==> src/source/raster_pkg.sv <==
/*
  Shared types for the raster interrupt unit.
  Counter width, counter value type, reset value and the CPU register map.
  Modules refer to these by scoped names.
*/
`default_nettype none

package raster_pkg;

    localparam int cnt_w = 9;                      // line and pixel counter width

    typedef logic [cnt_w-1:0] cnt_t;               // start values, counts, readback

    localparam cnt_t cnt_reset = '1;               // counters wake up at all-ones

    // CPU register addresses
    typedef enum logic [1:0] {
        sel_line0 = 2'd0,   // line counter 0
        sel_line1 = 2'd1,   // line counter 1
        sel_pixel = 2'd2,   // pixel counter
        sel_irq   = 2'd3    // irq status, write acks
    } reg_sel_e;

endpackage

`default_nettype wire

==> src/source/raster_line_cnt.sv <==
/*
  Lockable scan-line down-counter.
  A CPU write loads start value and lock flag. The count reloads at frame
  start, or every cycle while locked, and otherwise steps down once per line.
  zero is registered; readback is sampled on cen4.
*/
`default_nettype none

module raster_line_cnt (
    input  wire               clk,
    input  wire               rst,
    input  wire               cen4,      // every second pixel
    input  wire               restart,   // frame start
    input  wire               step,      // line start
    input  wire               we,
    input  wire               lock,
    input  raster_pkg::cnt_t  din,
    output raster_pkg::cnt_t  dout,
    output logic              zero
);

    raster_pkg::cnt_t cnt_start;   // value written by the CPU
    raster_pkg::cnt_t cnt;         // live line count
    logic             locked;

    always_ff @(posedge clk or posedge rst) begin
        if (rst) begin
            cnt_start <= raster_pkg::cnt_reset;
            cnt       <= raster_pkg::cnt_reset;
            dout      <= raster_pkg::cnt_reset;
            locked    <= 1'b0;
            zero      <= 1'b0;
        end else begin
            zero <= cnt == '0;          // one clk behind the count

            // readback shows the live count only when locked
            if (cen4)
                dout <= locked ? cnt : cnt_start;

            if (we) begin
                cnt_start <= din;
                locked    <= lock;
            end

            // write wins over everything else
            if (we)
                cnt <= din;
            else if (restart || locked)
                cnt <= cnt_start;       // locked counter holds its start value
            else if (step)
                cnt <= cnt - 1'b1;
        end
    end

endmodule

`default_nettype wire

==> src/source/raster_pixel_cnt.sv <==
/*
  Horizontal down-counter for the raster unit.
  Runs at half pixel rate from the start value divided by two and reloads on
  every line start. Readback bit 0 is rebuilt from the cen4 phase, so the
  low bit of the readback toggles with the pixel phase.
*/
`default_nettype none

module raster_pixel_cnt (
    input  wire               clk,
    input  wire               rst,
    input  wire               pxl_cen,
    input  wire               cen4,      // every second pixel
    input  wire               restart,   // line start
    input  wire               we,
    input  raster_pkg::cnt_t  din,
    output raster_pkg::cnt_t  dout,
    output logic              zero
);

    localparam int hw = raster_pkg::cnt_w - 1;   // count runs in pixel pairs

    raster_pkg::cnt_t cnt_start;
    logic [hw-1:0]    cnt;
    logic [hw-1:0]    preout;        // sampled count for readback
    logic             pulse4;        // high for the pixel after cen4

    // low bit comes back from the start value and the pixel phase
    assign dout = {preout, cnt_start[0] ^ ~pulse4};

    always_ff @(posedge clk or posedge rst) begin
        if (rst) begin
            cnt_start <= raster_pkg::cnt_reset;
            cnt       <= raster_pkg::cnt_reset[raster_pkg::cnt_w-1:1];
            preout    <= raster_pkg::cnt_reset[raster_pkg::cnt_w-1:1];
            pulse4    <= 1'b1;      // readback starts at all-ones
            zero      <= 1'b0;
        end else begin
            if (pxl_cen)
                pulse4 <= cen4;
            if (cen4)
                preout <= cnt;
            zero <= cnt == '0;

            if (we)
                cnt_start <= din;

            if (restart)
                cnt <= cnt_start[raster_pkg::cnt_w-1:1];   // start / 2
            else if (cen4)
                cnt <= cnt - 1'b1;
        end
    end

endmodule

`default_nettype wire

==> src/source/raster_regs.sv <==
/*
  CPU register block of the raster unit.
  Turns write strobes into one-cycle counter loads, registers read data one
  clk after rd, and keeps the interrupt latch. Any write to the irq address
  acknowledges; a raster pulse in the same cycle keeps irq set.
*/
`default_nettype none

module raster_regs (
    input  wire                   clk,
    input  wire                   rst,
    input  wire                   wr,
    input  wire                   rd,
    input  raster_pkg::reg_sel_e  addr,
    input  wire  [15:0]           wdata,
    input  raster_pkg::cnt_t      cnt_dout,
    input  wire                   raster,
    output logic [2:0]            cnt_we,
    output logic                  lock,
    output raster_pkg::cnt_t      cnt_din,
    output raster_pkg::reg_sel_e  cnt_rsel,
    output logic [15:0]           rdata,
    output logic                  irq
);

    logic [2:0] we_dec;     // one-hot load enable from addr
    logic       ack;

    // readback mux in the unit follows the bus address directly
    assign cnt_rsel = addr;
    assign ack      = wr && addr == raster_pkg::sel_irq;

    always_comb begin
        we_dec = 3'b000;
        unique case (addr)
            raster_pkg::sel_line0: we_dec = 3'b001;
            raster_pkg::sel_line1: we_dec = 3'b010;
            raster_pkg::sel_pixel: we_dec = 3'b100;
            default:               we_dec = 3'b000;    // irq ack, no counter
        endcase
    end

    always_ff @(posedge clk or posedge rst) begin
        if (rst) begin
            cnt_we <= 3'b000;
            irq    <= 1'b0;
        end else begin
            cnt_we <= wr ? we_dec : 3'b000;    // single cycle pulse
            irq    <= raster || (irq && !ack); // new event beats the ack
        end
    end

    // load data rides along with cnt_we
    always_ff @(posedge clk) begin
        if (wr) begin
            cnt_din <= wdata[raster_pkg::cnt_w-1:0];
            lock    <= wdata[15];
        end
        if (rd) begin
            if (addr == raster_pkg::sel_irq)
                rdata <= {15'd0, irq};
            else
                rdata <= {{(16 - raster_pkg::cnt_w){1'b0}}, cnt_dout};
        end
    end

endmodule

`default_nettype wire

==> src/source/raster_top.sv <==
/*
  Top level of the raster interrupt unit.
  Connects the video timing generator, the raster counters and the CPU
  registers. Timing parameters are set here and passed to video_timing.
  The video strobes are brought out so line boundaries can be observed.
*/
`default_nettype none

module raster_top #(
    parameter int h_total = 512,
    parameter int v_total = 262,
    parameter int pxl_div = 2
) (
    input  wire                   clk,
    input  wire                   rst,
    input  wire                   wr,
    input  wire                   rd,
    input  raster_pkg::reg_sel_e  addr,
    input  wire  [15:0]           wdata,
    output logic [15:0]           rdata,
    output logic                  irq,
    output logic                  line_inc,
    output logic                  frame_start
);

    logic                  pxl_cen;
    logic [2:0]            cnt_we;
    logic                  lock;
    raster_pkg::cnt_t      cnt_din;
    raster_pkg::cnt_t      cnt_dout;
    raster_pkg::reg_sel_e  cnt_rsel;
    logic                  raster;

    video_timing #(
        .h_total (h_total),
        .v_total (v_total),
        .pxl_div (pxl_div)
    ) timing_i (
        .clk         (clk),
        .rst         (rst),
        .pxl_cen     (pxl_cen),
        .line_inc    (line_inc),
        .frame_start (frame_start)
    );

    raster_unit unit_i (
        .clk         (clk),
        .rst         (rst),
        .pxl_cen     (pxl_cen),
        .line_inc    (line_inc),
        .frame_start (frame_start),
        .cnt_we      (cnt_we),
        .lock        (lock),
        .cnt_din     (cnt_din),
        .cnt_rsel    (cnt_rsel),
        .cnt_dout    (cnt_dout),
        .raster      (raster)
    );

    raster_regs regs_i (
        .clk      (clk),
        .rst      (rst),
        .wr       (wr),
        .rd       (rd),
        .addr     (addr),
        .wdata    (wdata),
        .cnt_dout (cnt_dout),
        .raster   (raster),
        .cnt_we   (cnt_we),
        .lock     (lock),
        .cnt_din  (cnt_din),
        .cnt_rsel (cnt_rsel),
        .rdata    (rdata),
        .irq      (irq)
    );

endmodule

`default_nettype wire

==> src/source/raster_unit.sv <==
/*
  Raster event generator.
  Two lockable line counters and one pixel counter share the CPU load bus.
  A raster pulse is registered when the pixel counter and either line
  counter are at zero. cnt_dout is the readback of the selected counter.
*/
`default_nettype none

module raster_unit (
    input  wire                   clk,
    input  wire                   rst,
    input  wire                   pxl_cen,
    input  wire                   line_inc,
    input  wire                   frame_start,
    input  wire  [2:0]            cnt_we,      // one-hot: line0, line1, pixel
    input  wire                   lock,
    input  raster_pkg::cnt_t      cnt_din,
    input  raster_pkg::reg_sel_e  cnt_rsel,
    output raster_pkg::cnt_t      cnt_dout,
    output logic                  raster
);

    logic             restart;      // frame start on the pixel enable
    logic             step;         // line start on the pixel enable
    logic             cen4;         // every second pixel
    logic             phase;        // high on odd pixels of a line
    raster_pkg::cnt_t line0_dout;
    raster_pkg::cnt_t line1_dout;
    raster_pkg::cnt_t pixel_dout;
    logic             line0_zero;
    logic             line1_zero;
    logic             pixel_zero;

    assign restart = frame_start && pxl_cen;
    assign step    = line_inc && pxl_cen;
    assign cen4    = pxl_cen && phase;

    always_ff @(posedge clk or posedge rst) begin
        if (rst) begin
            phase  <= 1'b0;
            raster <= 1'b0;
        end else begin
            if (pxl_cen)
                phase <= step || !phase;    // pixel 1 of each line gets cen4
            raster <= pixel_zero && (line0_zero || line1_zero);
        end
    end

    // readback select follows the CPU address
    always_comb begin
        case (cnt_rsel)
            raster_pkg::sel_line0: cnt_dout = line0_dout;
            raster_pkg::sel_line1: cnt_dout = line1_dout;
            raster_pkg::sel_pixel: cnt_dout = pixel_dout;
            default:               cnt_dout = raster_pkg::cnt_reset;   // irq status
        endcase
    end

    raster_line_cnt line0_i (
        .clk     (clk),
        .rst     (rst),
        .cen4    (cen4),
        .restart (restart),
        .step    (step),
        .we      (cnt_we[0]),
        .lock    (lock),
        .din     (cnt_din),
        .dout    (line0_dout),
        .zero    (line0_zero)
    );

    raster_line_cnt line1_i (
        .clk     (clk),
        .rst     (rst),
        .cen4    (cen4),
        .restart (restart),
        .step    (step),
        .we      (cnt_we[1]),
        .lock    (lock),
        .din     (cnt_din),
        .dout    (line1_dout),
        .zero    (line1_zero)
    );

    // pixel count restarts on every line
    raster_pixel_cnt pixel_i (
        .clk     (clk),
        .rst     (rst),
        .pxl_cen (pxl_cen),
        .cen4    (cen4),
        .restart (step),
        .we      (cnt_we[2]),
        .din     (cnt_din),
        .dout    (pixel_dout),
        .zero    (pixel_zero)
    );

endmodule

`default_nettype wire

==> src/source/video_timing.sv <==
/*
  Video timing generator for the raster unit.
  Divides clk into a pixel enable, then counts pixels per line and lines per frame.
  line_inc marks pixel 0 of every line, frame_start pixel 0 of line 0.
  Both strobes are only high together with pxl_cen.
*/
`default_nettype none

module video_timing #(
    parameter int h_total = 512,    // pixels per line
    parameter int v_total = 262,    // lines per frame
    parameter int pxl_div = 2       // clk cycles per pixel
) (
    input  wire  clk,
    input  wire  rst,
    output logic pxl_cen,
    output logic line_inc,
    output logic frame_start
);

    localparam int dw = (pxl_div > 1) ? $clog2(pxl_div) : 1;
    localparam int hw = (h_total > 1) ? $clog2(h_total) : 1;
    localparam int vw = (v_total > 1) ? $clog2(v_total) : 1;

    logic [dw-1:0] div_cnt;     // clk divider
    logic [hw-1:0] hcnt;        // pixel within line
    logic [vw-1:0] vcnt;        // line within frame
    logic          h_last;
    logic          v_last;

    assign pxl_cen = div_cnt == dw'(pxl_div - 1);
    assign h_last  = hcnt == hw'(h_total - 1);
    assign v_last  = vcnt == vw'(v_total - 1);

    // strobes sit on the first pixel, qualified by the pixel enable
    assign line_inc    = pxl_cen && hcnt == '0;
    assign frame_start = line_inc && vcnt == '0;

    always_ff @(posedge clk or posedge rst) begin
        if (rst) begin
            div_cnt <= '0;
            hcnt    <= '0;
            vcnt    <= '0;
        end else begin
            div_cnt <= pxl_cen ? '0 : div_cnt + 1'b1;
            if (pxl_cen) begin
                if (h_last) begin
                    hcnt <= '0;
                    vcnt <= v_last ? '0 : vcnt + 1'b1;   // wrap at frame end
                end else begin
                    hcnt <= hcnt + 1'b1;
                end
            end
        end
    end

endmodule

`default_nettype wire

==> config.mk <==
export PLATFORM = sky130hd
export DESIGN_NAME = raster_top
export DESIGN_NICKNAME = d
export VERILOG_FILES = /design/src/source/raster_pkg.sv /design/src/source/raster_line_cnt.sv /design/src/source/raster_pixel_cnt.sv /design/src/source/raster_regs.sv /design/src/source/raster_top.sv /design/src/source/raster_unit.sv /design/src/source/video_timing.sv
export SDC_FILE = /design/constraint.sdc
export NUM_CORES = 1
export LEC_CHECK = 0
export BUFFER_PORTS_ARGS = -buffer_cell sky130_fd_sc_hd__buf_4
export CAP_MARGIN = 30
export CORE_ASPECT_RATIO = 0.5
export CORE_MARGIN = 2
export CORE_UTILIZATION = 50
export CTS_CLUSTER_DIAMETER = 40
export DETAILED_ROUTE_END_ITERATION = 7
export GPL_TIMING_DRIVEN = 0
export HOLD_SLACK_MARGIN = 0.06
export PLACE_DENSITY_LB_ADDON = 0.08
export SYNTH_ARGS = -nofsm -noshare
export SYNTH_HDL_FRONTEND = slang
export SYNTH_SLANG_ARGS = --single-unit
export TNS_END_PERCENT = 10
==> constraint.sdc <==
create_clock -name clk -period 3.5 [get_ports clk]
set_input_delay 0.35 -clock clk [delete_from_list [all_inputs] [get_ports clk]]
set_output_delay 0.35 -clock clk [all_outputs]
set_load 0.02 [all_outputs]
# --- Yosys cells after proc, flatten, opt, wreduce, memory -nomap -nowiden ---
# Index checks and enable logic that the tools add are counted.
word_totals:
  regBits: 136
  inputBits: 22
  output_inout_bits: 19
  elab_cells: 81
classes:
  n_addsub: 6
  eq_ne: 5
  n_mux: 17
  n_bitwise: 2
  n_reduce_logical: 25
op_table:
  columns: ["op", "n"]
  rows:
  - ["two-way mux 9 bit", 10]
  - ["logical NOT 9 bit", 4]
  - ["one-hot mux 9 bit (3 select lines)", 1]
  - ["adder 9 x 1 -> 9 bit, second input constant", 2]
  - ["equality test 9 bit, second input constant", 2]
  - ["subtractor 9 x 1 -> 9 bit, second input constant", 2]
  - ["two-way mux 8 bit", 2]
  - ["one-hot mux 3 bit (3 select lines)", 1]
  - ["logical AND 1 bit", 8]
  - ["logical NOT 8 bit", 1]
  - ["subtractor 8 x 1 -> 8 bit, second input constant", 1]
  - ["nonzero test 3 bit", 2]
  - ["logical OR 1 bit", 5]
  - ["equality test 2 bit, second input constant", 2]
  - ["two-way mux 3 bit", 1]
  - ["equality test 2 x 1 -> 1 bit, second input constant", 1]
  - ["logical NOT 1 bit", 2]
  - ["logical NOT 2 bit", 1]
  - ["two-way mux 1 bit", 2]
  - ["AND reduction 2 bit", 1]
  - ["nonzero test 2 bit", 1]
  - ["adder 1 bit, second input constant", 1]
  - ["inverter 1 bit", 1]
  - ["bitwise XOR 1 bit", 1]

# --- Longest topological paths before layout ---
depth:
  depth_word: 7
  mapped_depth: 10
  ltp_nobuf: 10

# --- Cells and area by module ---
# From an unflattened synthesis, not the netlist that was laid out.
hier_totals:
  cells_unflattened: 566
  area_unflattened_um2: 6434.9
modules_own_cells:
  columns: ["module", "n_inst", "cells_each", "area_per_inst_um2", "seq_area_each_um2"]
  rows:
  - ["raster_line_cnt", 2, 144, 1502.7, 759.5]
  - ["raster_pixel_cnt", 1, 91, 1184.9, 708.2]
  - ["video_timing", 1, 105, 1039.7, 475.5]
  - ["raster_regs", 1, 50, 864.6, 670.6]
  - ["raster_unit", 1, 32, 340.3, 50.0]

# --- Worst setup path before layout ---
# OpenSTA, ideal clock, no wires.
synth_path:
  kind: "register to register"
  startpoint: "register timing_i.hcnt[0]"
  endpoint: "register timing_i.vcnt[7]"
  setup_time_ps: 79
  arrival_ps: 1931
  required_time_ps: 3421
  path_slack_ps: 1490
  path_stages_with_launch: 11
  period_less_slack_ps: 2010
  cell_sequence: "dfrtp_1 > ha_1 > nand3_1 > nor2_1 > and3_1 > ha_1 > and2_1 > buf_2 > nand4_1 > nor2_1 > xor2_1"
synth_between:
  elab_chain_len: 2
synth_rtl:
  columns: ["item", "line", "text"]
  rows:
  - ["start, declared", "video_timing.sv:26", "logic [hw-1:0] hcnt;"]
  - ["start signal, assigned", "video_timing.sv:51", "hcnt <= hcnt + 1'b1;"]
  - ["equality test 9 bit", "video_timing.sv:32", "assign h_last = hcnt == hw'(h_total - 1);"]
  - ["AND reduction 2 bit (no line)", null, null]
  - ["end signal, assigned", "video_timing.sv:49", "vcnt <= v_last ? '0 : vcnt + 1'b1;"]
  - ["end, declared", "video_timing.sv:27", "logic [vw-1:0] vcnt;"]
# No other way between the ends.
# A chain may end at the register's enable or synchronous reset.

# --- Final worst setup path ---
layout_path:
  startpoint: "register timing_i.vcnt[0]"
  endpoint: "output frame_start"
layout_between:
  elab_chain_len: 2
layout_rtl:
  columns: ["item", "line", "text"]
  rows:
  - ["logical NOT 9 bit", "video_timing.sv:37", "assign frame_start = line_inc && vcnt == '0;"]
  - ["logical AND 1 bit", "video_timing.sv:37", null]
  - ["end, declared", "raster_top.sv:23", "output logic frame_start"]
# No other way between the ends.

==> flow_metrics.py <==
metrics = {
    "global_route": {
        "grt_max_degree": 58,
        "first_global_vias": 4319,
        "grt_usage": 0.237,
        "grt_pass1_wl_um": 23400,
        "grt-ovfl-total": 0,
        "antenna_found_initial": 0,
    },
    "placed_design": {
        "post-dp-hpwl_um": 10600,
        "place_congestion": 0.853,
        "numPortBuffers": 27,
    },
    "clocking": {
        "clockBufferDepth": 2,
        "cts.clk_slew.worst_paths_ps": 60,
        "clock_sinks": 129,
        "post-cts-setup-buffers": 0,
        "cts-root-buf": "clkbuf_16",
        "htreeDepth": 4,
        "clk_latency_ps": 410,
        "numCtsBuffers": 17,
        "cts_hold_buf": 0,
        "cts_tree": "built",
        "cts_resized": 0,
    },
    "worst_setup_path": {
        "path_max_fanout": 8,
        "cp-startpoint": "timing_i.vcnt[0]",
        "start_kind": "flip-flop",
        "reg2regPathDepth": 10,
        "reg2reg_from": "timing_i.hcnt[0]",
        "cp-end-kind": "primary output",
        "worstPathRequired_ps": 3150,
        "rrSetupSlack_ps": 1140,
        "crit_arrival_ps": 2080,
        "critical_path_class": "reg -> out",
        "r2r_end": "timing_i.vcnt[5]",
        "crit_path_end": "frame_start",
    },
    "final_layout": {
        "final_core_util": 0.604,
        "fin_nets": 654,
        "syn_to_final_growth_pct": 16.3,
        "diodes": 0,
        "layout-drive-gt1-share": 0.303,
    },
    "drt": {
        "routed.top_layer": "met4",
        "drtPass1Iterations": 5,
        "drt_iter0_markers": 392,
        "met3_length_um": 971,
        "viasPerCell": 5.67,
        "drtAntennaViolNets": 0,
        "routed_wl_um": 14900,
        "wl_met1_um": 7500,
        "met2_length_um": 6100,
        "avgRoutedWirePerCell_um": 18.6,
        "vias": 4544,
        "drc": 0,
    },
    "synth": {
        "yosysTopAreaCellShare": 0.339,
        "synth_area_per_cell_um2": 10.9,
        "ys_top_cells_by_area": "dfstp_2, dfrtp_1, edfxtp_1, o21ai_0, mux2_2",
        "synth_top_area_cell": "dfstp_2",
        "synthArstFlopShare": 0.853,
        "synth_common_cells": "dfstp_2, nand2_1, o21ai_0, mux2i_1, dfrtp_1",
        "synth_cells": 570,
        "ys_seq_area_frac": 0.552,
        "synth-seq-cells": 129,
        "synth_ff_type": "dfstp_2",
        "ys_types": 61,
        "synth_most_common_cell": "dfstp_2",
        "synth_edf_count": 19,
        "synth-warning-count": 0,
        "syn_area_mm2": 0.00621,
    },
    "sta": {
        "slew_viol_final": 0,
        "rsz0062_at_grt": "no",
        "worst_pin_slew_ps": 727,
        "tns_ps": 0,
        "clock.fmax_mhz": 412,
        "period_share": 0.694,
        "finalSetupViolations": 0,
        "hold_viol": 0,
        "slew_headroom": 0.516,
        "fin_crit_ps": 2430,
        "finClkSkew_ps": 8.71,
    },
    "die": {
        "fp-row-count": 28,
        "core_area_mm2": 0.0119,
        "dieArea_mm2": 0.0134,
        "die_h_um": 82.8,
        "start_util": 0.519,
        "fp.dieW_um": 162,
        "ioPinCount": 41,
    },
    "power_and_ir_drop": {
        "vdd_drop_max_mv": 0.296,
        "p_leak_nw": 3.05,
        "p_total_mw": 5.00,
        "p_per_area_mw_per_mm2": 694,
    },
    "run": {
        "drv_cap": 0,
    },
    "run_status": {
        "outcome": "finished clean",
    },
    "min_path": {
        "hp-class": "in -> async",
    },
}
==> report_power, final <==
part           leakage, nW  switching, mW  internal, mW
sequential            1.43          0.338          2.09
combinational         1.36          0.495         0.433
clock                0.263          0.651          1.00
total                 3.05           1.48          3.52
==> cell families after synthesis <==
family,synth area share
XOR/XNOR,0.0296
flip-flops,0.552
AO/OA/AOI/OAI,0.126
AND/OR/NAND/NOR,0.128
adder cells (fa/ha/maj),0.0181
multiplexers,0.104
other,0.000604
buffers and inverters,0.0413
==> registers in the layout (all words and copies together), names as in the netlist, 3 cells and up <==
register                  count
regs_i.cnt_din                9
regs_i.rdata                  9
timing_i.hcnt                 9
timing_i.vcnt                 9
unit_i.line0_i.cnt            9
unit_i.line0_i.cnt_start      9
unit_i.line0_i.dout           9
unit_i.line1_i.cnt            9
unit_i.line1_i.cnt_start      9
unit_i.line1_i.dout           9
unit_i.pixel_i.cnt_start      9
unit_i.pixel_i.cnt            8
unit_i.pixel_i.preout         8
regs_i.cnt_we                 3
==> area by class of cell <==
cell class              instances  area, um2
clock inverters                12       91.3
flip-flops and latches        129       3420
fillers                      1018       4730
clock buffers                  20        457
plain buffers                  33        170
inverters                      23       88.8
repair buffers                 28        230
multi-input cells             391       2550
well taps                     165        206
==> how the worst min path moves through the flow <==
| stage | startpoint | endpoint | slack [ps] |
|---|---|---|---|
| final | rst | timing_i.vcnt[5] | 60 |
| after global placement | unit_i.raster | regs_i.irq | 410 |
| after global routing | wdata[15] | regs_i.lock | 100 |
| after floorplan | unit_i.raster | regs_i.irq | 400 |
| after CTS | rst | timing_i.vcnt[4] | 90 |
| after detailed placement | unit_i.raster | regs_i.irq | 420 |
==> layer usage <==
metal / track usage / vias to the layer above
met5: 0 / -
met4: 0.0946 / 0
met3: 0.0566 / 25
met2: 0.331 / 149
met1: 0.355 / 2248
li1: - / 2122
==> through the flow <==
stage	worst slack [ps]	hold slack (ps)	area (um2)	instances
5_1_grt	899	97.7	7220	801
2_1_floorplan	380	404	6230	576
6_report	1070	64.7	7220	801
4_1_cts	1070	94.1	7220	801
3_3_place_gp	-998	413	6640	768
3_5_place_dp	1170	419	6670	769
==> critical path, stage by stage (launching register included) <==
cell and delay, ps:
dfrtp_1 410, inv_1 90, ha_1 150, nor4bb_1 320
and3_1 220, buf_6 150, nand2_2 100, inv_2 80
buf_4 130
==> layout by cell type, fill, tap and decap left out, types with 10 or more instances in the layout <==
cell type   n
nand2_1    78
buf_4      35
xnor2_1    14
mux2_2     28
nor3_1     10
o21ai_0    66
dfrtp_1    30
clkbuf_1   16
a21oi_1    18
dfstp_2    80
nor2_1     26
inv_1      20
clkbuf_16  17
edfxtp_1   19
mux2i_1    31
No activity file was read; power rests on OpenSTA's default activity.
